`config.mk`:
```
export PLATFORM = sky130hd
export DESIGN_NAME = miss_engine
export DESIGN_NICKNAME = d
export VERILOG_FILES = /design/src/logic/lsu_pkg.sv /design/src/logic/miss_engine.sv
export SDC_FILE = /design/constraint.sdc
export NUM_CORES = 1
export LEC_CHECK = 0
export BUFFER_PORTS_ARGS = -buffer_cell sky130_fd_sc_hd__clkbuf_2
export CORE_MARGIN = 2
export CORE_UTILIZATION = 30
export DETAILED_ROUTE_END_ITERATION = 6
export PLACE_DENSITY_LB_ADDON = 0.08
export SYNTH_ARGS = -nofsm -noshare
export SYNTH_HDL_FRONTEND = slang
export SYNTH_SLANG_ARGS = --single-unit
```
`constraint.sdc`:
```
create_clock -name clk -period 9.3 [get_ports clk]
set_input_delay 0 -clock clk [delete_from_list [all_inputs] [get_ports clk]]
set_output_delay 0 -clock clk [all_outputs]
set_load 0.02 [all_outputs]
```
`src/logic/lsu_pkg.sv`:
```
package lsu_pkg;

    // geometry of the cache
    localparam int ADDR_W     = 32;
    localparam int WAY_CNT    = 2;
    localparam int SET_CNT    = 256;
    localparam int INDEX_W    = 8;
    localparam int LINE_WORDS = 4;
    localparam int OFF_W      = 2;
    localparam int TAG_W      = 20;

    // victim lfsr must never start at zero
    localparam logic [7:0] LFSR_SEED = 8'hb5;

    typedef enum logic [1:0] {
        SIZE_BYTE = 2'd0,
        SIZE_HALF = 2'd1,
        SIZE_WORD = 2'd2
    } mem_size_e;

    typedef struct packed {
        logic [ADDR_W-1:0] addr;
        logic              write;
        mem_size_e         size;
        logic              is_signed;
        logic [31:0]       wdata;
    } lsu_req_t;

    // load data, zero for stores
    typedef struct packed {
        logic [31:0] data;
    } lsu_resp_t;

    typedef struct packed {
        logic             valid;
        logic             dirty;
        logic [TAG_W-1:0] tag;
    } tag_t;

    typedef struct packed {
        logic [TAG_W-1:0]   tag;
        logic [INDEX_W-1:0] index;
    } line_addr_t;

    typedef struct packed {
        logic       victim_dirty;
        line_addr_t victim_addr;
        line_addr_t fill_addr;
        logic       victim_way;
    } miss_cmd_t;

    typedef struct packed {
        logic             valid;
        logic [OFF_W-1:0] off;
        logic [31:0]      data;
    } fill_wr_t;

    typedef struct packed {
        logic             valid;
        logic [OFF_W-1:0] off;
    } wb_rd_t;

    typedef struct packed {
        logic              addr_valid;
        logic              write;
        logic [ADDR_W-1:0] addr;
        logic              wdata_valid;
        logic [31:0]       wdata;
        logic              wlast;
    } bus_req_t;

    typedef struct packed {
        logic        addr_ready;
        logic        rdata_valid;
        logic [31:0] rdata;
        logic        rlast;
        logic        wdata_ready;
    } bus_resp_t;

endpackage

```
`src/logic/miss_engine.sv`:
```
`timescale 1ns/1ps

module miss_engine import lsu_pkg::*; (
    input  logic        clk,
    input  logic        rst_n,
    input  logic        miss_valid_i,
    input  miss_cmd_t   miss_cmd_i,
    output logic        miss_ready_o,
    output logic        miss_done_o,
    output wb_rd_t      wb_rd_o,
    input  logic [31:0] wb_word_i,
    output fill_wr_t    fill_o,
    output bus_req_t    bus_req_o,
    input  bus_resp_t   bus_resp_i
);

    typedef enum logic [2:0] {
        ME_IDLE,
        ME_VREAD,
        ME_WADDR,
        ME_WDATA,
        ME_RADDR,
        ME_RDATA
    } me_state_e;

    me_state_e state;
    me_state_e state_next;
    miss_cmd_t cmd_q;

    // top bit of each counter marks done
    logic [OFF_W:0]   rd_cnt;
    logic [OFF_W:0]   wr_cnt;
    logic [OFF_W-1:0] fill_cnt;
    wb_rd_t           rd_dly;
    logic [31:0]      wb_buf [LINE_WORDS];
    logic             wlast;
    logic             wbeat;

    assign wlast = (wr_cnt[OFF_W-1:0] == OFF_W'(LINE_WORDS - 1));
    assign wbeat = bus_req_o.wdata_valid && bus_resp_i.wdata_ready;

    always_comb begin
        state_next = state;
        case (state)
            ME_IDLE: begin
                if (miss_valid_i) begin
                    state_next = miss_cmd_i.victim_dirty ? ME_VREAD : ME_RADDR;
                end
            end
            // last victim word lands in the done cycle
            ME_VREAD: if (rd_cnt[OFF_W]) state_next = ME_WADDR;
            ME_WADDR: if (bus_resp_i.addr_ready) state_next = ME_WDATA;
            ME_WDATA: if (wbeat && wlast) state_next = ME_RADDR;
            ME_RADDR: if (bus_resp_i.addr_ready) state_next = ME_RDATA;
            ME_RDATA: begin
                if (bus_resp_i.rdata_valid && bus_resp_i.rlast) begin
                    state_next = ME_IDLE;
                end
            end
            default: state_next = ME_IDLE;
        endcase
    end

    always_ff @(posedge clk) begin
        if (!rst_n) begin
            state       <= ME_IDLE;
            rd_cnt      <= (OFF_W + 1)'(LINE_WORDS);
            wr_cnt      <= (OFF_W + 1)'(LINE_WORDS);
            fill_cnt    <= '0;
            rd_dly      <= '0;
            miss_done_o <= 1'b0;
        end else begin
            state <= state_next;
            if (state == ME_IDLE && miss_valid_i && miss_cmd_i.victim_dirty) begin
                rd_cnt <= '0;
            end else if (!rd_cnt[OFF_W]) begin
                rd_cnt <= rd_cnt + 1'b1;
            end
            if (state == ME_WADDR && bus_resp_i.addr_ready) begin
                wr_cnt <= '0;
            end else if (wbeat) begin
                wr_cnt <= wr_cnt + 1'b1;
            end
            if (state == ME_RADDR && bus_resp_i.addr_ready) begin
                fill_cnt <= '0;
            end else if (fill_o.valid) begin
                fill_cnt <= fill_cnt + 1'b1;
            end
            rd_dly      <= wb_rd_o;
            miss_done_o <= (state == ME_RDATA) && bus_resp_i.rdata_valid && bus_resp_i.rlast;
        end
    end

    always_ff @(posedge clk) begin
        if (miss_valid_i && miss_ready_o) begin
            cmd_q <= miss_cmd_i;
        end
        // victim words arrive one cycle after their read
        if (rd_dly.valid) begin
            wb_buf[rd_dly.off] <= wb_word_i;
        end
    end

    assign miss_ready_o  = (state == ME_IDLE);
    assign wb_rd_o.valid = (state == ME_VREAD) && !rd_cnt[OFF_W];
    assign wb_rd_o.off   = rd_cnt[OFF_W-1:0];

    assign fill_o.valid = (state == ME_RDATA) && bus_resp_i.rdata_valid;
    assign fill_o.off   = fill_cnt;
    assign fill_o.data  = bus_resp_i.rdata;

    always_comb begin
        bus_req_o       = '0;
        bus_req_o.wdata = wb_buf[wr_cnt[OFF_W-1:0]];
        case (state)
            ME_WADDR: begin
                bus_req_o.addr_valid = 1'b1;
                bus_req_o.write      = 1'b1;
                bus_req_o.addr       = {cmd_q.victim_addr, 4'b0000};
            end
            ME_WDATA: begin
                bus_req_o.wdata_valid = !wr_cnt[OFF_W];
                bus_req_o.wlast       = wlast;
            end
            ME_RADDR: begin
                bus_req_o.addr_valid = 1'b1;
                bus_req_o.addr       = {cmd_q.fill_addr, 4'b0000};
            end
            default: begin
                bus_req_o.addr_valid = 1'b0;
            end
        endcase
    end

    a_addr_hold: assert property (@(posedge clk) disable iff (!rst_n)
        (bus_req_o.addr_valid && !bus_resp_i.addr_ready)
            |=> (bus_req_o.addr_valid && $stable(bus_req_o.addr)))
        else $error("bus address dropped or changed before address ready");

endmodule

```
* After elaboration in Yosys (flattened, before gate mapping)
Memories as Yosys holds them, arrays and structs flattened. A register that Yosys moved wholly into a read port is not among the register bits.
Index checks and enable logic that the tools add are counted.
** Operators by class
- $add $sub $neg :: 3
- $mul :: 0
- Div/mod/pow operators :: 0
- Order comparisons :: 0
- Equality and inequality tests :: 12
- Shifts and indexed selects :: 0
- Mux-type cells :: 21
- Bitwise gates (word level) :: 1
- Reduce and logical (&&, ||, !) cells :: 19
** Operators with widths (count)
- $pmux 32 s2 :: 1
- $mux 3 :: 11
- $pmux 3 s6 :: 1
- $ne 2x2->1 const B :: 6
- $logic_and 1x1->1 :: 10
- $reduce_or 2->1 :: 4
- $add 3x1->3 const B :: 2
- $eq 3x2->1 const B :: 2
- $eq 3x3->1 const B :: 2
- $mux 1 :: 6
- $reduce_and 6->1 :: 1
- $mux 2 :: 2
- $eq 3x1->1 const B :: 1
- $logic_not 3->1 :: 1
- $add 2x1->2 const B :: 1
- $eq 2x2->1 const B :: 1
- $logic_not 1->1 :: 2
- $reduce_bool 2->1 :: 1
- $not 1->1 :: 1
** Word-level totals
- Flip-flop bits (word level) :: 71
- Bits in latches :: 0
- Memory bits (writable) :: 128
- Bits in read-only memories :: 0
- Word-level logic and storage cells :: 70
- Memories kept :: 1
** Memory list
- wb_buf :: depth 4, width 32, read ports 1, clocked after memory_dff 1, write ports 1, RTL line miss_engine.sv:35 : logic [31:0] wb_buf [LINE_WORDS];

* Depth between registers and ports, before layout
- Depth in word-level cells :: 6
- Mapped depth :: 5
- Mapped depth without buffers :: 5

* Worst setup path before layout
Ideal clock, no wire load.
- Path type :: reg-to-reg
- Start point :: reg state[2]
- End point :: reg cmd_q[10] (netlist bit) (enable)
- Library setup time :: 0.539 ns
- Data arrival time :: 4.373 ns
- Slack :: 4.387 ns
- Stages on the path, launching flop included :: 3
- Path buffers :: 1
- Clock period less this slack :: 4.913 ns
- Cells stage by stage :: dfxtp_1 buf_4 nor3_1
** Between the ends
- Longest elaborated chain between the ends :: 2
** Ends and longest elaborated chain
- from (decl) :: RTL line miss_engine.sv:26 : me_state_e state;
- from (signal assigned) :: RTL line miss_engine.sv:73 : state <= state_next;
- $logic_not 3->1 :: RTL line miss_engine.sv:104 : assign miss_ready_o = (state == ME_IDLE);
- $logic_and 1x1->1 :: RTL line miss_engine.sv:95 : if (miss_valid_i && miss_ready_o) begin
- to (signal assigned) :: RTL line miss_engine.sv:96 : cmd_q <= miss_cmd_i;
- to (decl) :: RTL line miss_engine.sv:28 : miss_cmd_t cmd_q;
No other way between the ends.
A chain may end at the register's enable or synchronous reset.

==> results.yml <==
outcome:
  status: "finished clean"
sta:
  slew_viol_final: 0
  post-route-period-util: 0.261
  skew_ps: 4.98
  tns_ps: 0
  fmax_mhz: 412
  tightestPinTransition_ps: 960
  finalSetupViolCount: 0
  fin_crit_ps: 2430
  rsz0062_at_grt: "false"
  relSlewSlack: 0.360
  fin_ws_ps: 6870
  hold_violations: 0
global_route:
  grt_pass1_wl_um: 24600
  grt_use_met3: 0.0346
  grt_use_met1: 0.141
  antenna_found_initial: 0
  grt_overflow: 0
  grt_max_degree: 57
  met2_usage: 0.209
  grt_pass1_vias: 4675
  grtUsageTotal: 0.120
  grt_most_used_layer: "met2"
floorplanning:
  initial_core_util: 0.305
  die_area_mm2: 0.0269
  rows: 58
  die_h_um: 164
  core_mm2: 0.0252
  die_w_um: 164
  ios: 237
pwr:
  combPwrFrac: 0.145
  p_sw_mw: 0.589
  switching_share: 0.246
  power_density_mw_per_mm2: 231
  p_seq_frac: 0.470
  pwr-share-clk: 0.385
  p_leak_nw: 3.83
  p_total_mw: 2.40
  internal_power_mw: 1.81
  max-vdd-ir-drop_mv: 0.160
clocking:
  cts_tree: "done"
  cts_made_buffers: 23
  clockRootBuffer: "clkbuf_16"
  worstSkewPairLatency_ps: 500
  clock-sinks: 201
  htree_num_levels: 1
  cts.clk_slew.worst_paths_ps: 50
  cts_setup_buffers: 0
  clk_path_buf_depth: 3
synthesis:
  synthSimpleGateAreaFrac: 0.0394
  synth_area_mm2: 0.00768
  avgSynthCellArea_um2: 19.6
  synth_cell_types: 37
  ys_seq_elements: 201
  synthMuxAreaShare: 0.0964
  yosys-top-cells-count: "184 x edfxtp_1, 45 x buf_4, 32 x mux4_2"
  synth-main-ff-cell: "edfxtp_1"
  async_flop_share: 0
  syn_inst: 392
  synth-edff-count: 184
  synth_top_family_by_area: "multiplexers"
  synthAdderAreaFrac: 0.00326
  yosys_warnings: 0
  synth_compound_area_frac: 0.0414
  synth.area.top_cells: "edfxtp_1 72%, mux4_2 9.4%, dfxtp_1 4.4%"
  yosys.cell_count.top_type: "edfxtp_1"
  yosysTopAreaCell: "edfxtp_1"
  synth_seq_area_share: 0.763
  synth-xor-area-share: 0.00456
  synth_top_cell_area_share: 0.719
worst_setup_path:
  critPathLaunchType: "register"
  critPathArrivalTime_ps: 2430
  crit_path_end_kind: "output pin"
  worst-path-max-fanout: 17
  worstPathRequired_ps: 9300
  path_class: "reg -> out"
drt:
  drt_first_pass_iters: 4
  via_count: 4314
  viasPerCell: 4.40
  dr.first_iter.drc_count: 147
  drc: 0
  wire_per_inst_um: 16.5
  antenna_left: 0
  wl_um: 16100
cells_and_area:
  diodes: 0
  layout-drive-gt1-share: 0.383
  area_growth_pct: 35.4
  nFillCells: 2278
  nNetsFinal: 767
place:
  port_buffers: 167
  dpl.hpwl_um: 9650
  preCtsSetupSlack_ps: 7260
  routabilityCongestion: 0.740
flow_run:
  drv_cap: 0
min_path:
  hp-class: "in -> out"
-- metrics by stage --
stage	cell area [um2]	util	hold WS, ps	std cells
4_1_cts	10400	0.413	0.137	980
2_1_floorplan	7690	-	98.9	395
5_1_grt	10400	0.413	0.0292	980
6_report	10400	0.413	0.00777	980
3_3_place_gp	8650	0.344	0.137	843
3_5_place_dp	8650	0.344	0.137	843
-- final cells by class --
cell class | count | area [um2] | share of cell area
timing repair buffer | 272 | 1870 | 0.180
clock inverter | 14 | 190 | 0.0183
tap | 330 | 413 | 0.0397
clock buffer | 25 | 583 | 0.0560
sequential | 201 | 5870 | 0.564
multi-input combinational | 136 | 1480 | 0.142
inverter | 2 | 7.51 | 0.000721
-- layout by cell type, fill, tap and decap left out, types with 4 or more instances in the layout --
| master | instances |
|---|---|
| mux4_2 | 32 |
| dfxtp_1 | 15 |
| nand2_1 | 16 |
| a22o_1 | 28 |
| buf_4 | 7 |
| nor2_1 | 11 |
| clkbuf_16 | 23 |
| conb_1 | 4 |
| bufinv_16 | 5 |
| clkinv_1 | 7 |
| clkbuf_2 | 167 |
| o21ai_0 | 4 |
| dlygate4sd3_1 | 98 |
| edfxtp_1 | 184 |
| nand3_1 | 4 |
-- path summary, 6_finish.rpt --
kind / startpoint / to / slack, ps / depth (start not counted)
setup reg to reg: state[1] / register / 7220 / 5
setup / recovery: register / bus_req_o[7] / 6870 / 3
hold / removal: bus_resp_i[16] / fill_o[14] / 0.008 / 0
hold reg to reg: wr_cnt[2] / wr_cnt[2] / 500 / 2
-- kinds of logic (layout without fill, tap and decap cells) --
kind of cell    after synthesis  in the layout
xor+xnor                      4              4
other cells                   1              4
simple gates                 53             53
fa+ha+maj                     2              2
mux                          34             34
buf+inv                      58            313
compound gates               39             39
flops                       201            201
-- registers in the layout (all words and copies together), names as in the netlist, named ones only --
signal       count
wb_buf         128
cmd_q           56
rd_cnt           3
rd_dly           3
state            3
wr_cnt           3
fill_cnt         2
miss_done_o      1
-- power groups by stage --
stage                     Clock [mW]  Combinational, mW  Sequential (mW)
after global routing           0.987              0.381             1.14
after floorplan                    0              0.241             1.13
after global placement             0              0.316             1.14
final                          0.922              0.348             1.13
after detailed placement           0              0.320             1.15
after CTS                      0.951              0.355             1.13
-- timing repair --
item | in CTS | in global routing
hold endpoints to repair | 201 | 0
gates resized for setup | 0 | 0
hold buffers | 98 | 0
-- worst max-delay path, stage by stage (launching register included) --
cell and delay (ps):
dfxtp_2 710, buf_4 460, mux4_2 570, clkbuf_2 170
-- routing by layer --
metal / wire, um / vias up
li1: - / 2010
met5: 0 / -
met3: 1080 / 34
met4: 492 / 0
met2: 7940 / 160
met1: 6630 / 2110
(Power assumes the default switching activity.)
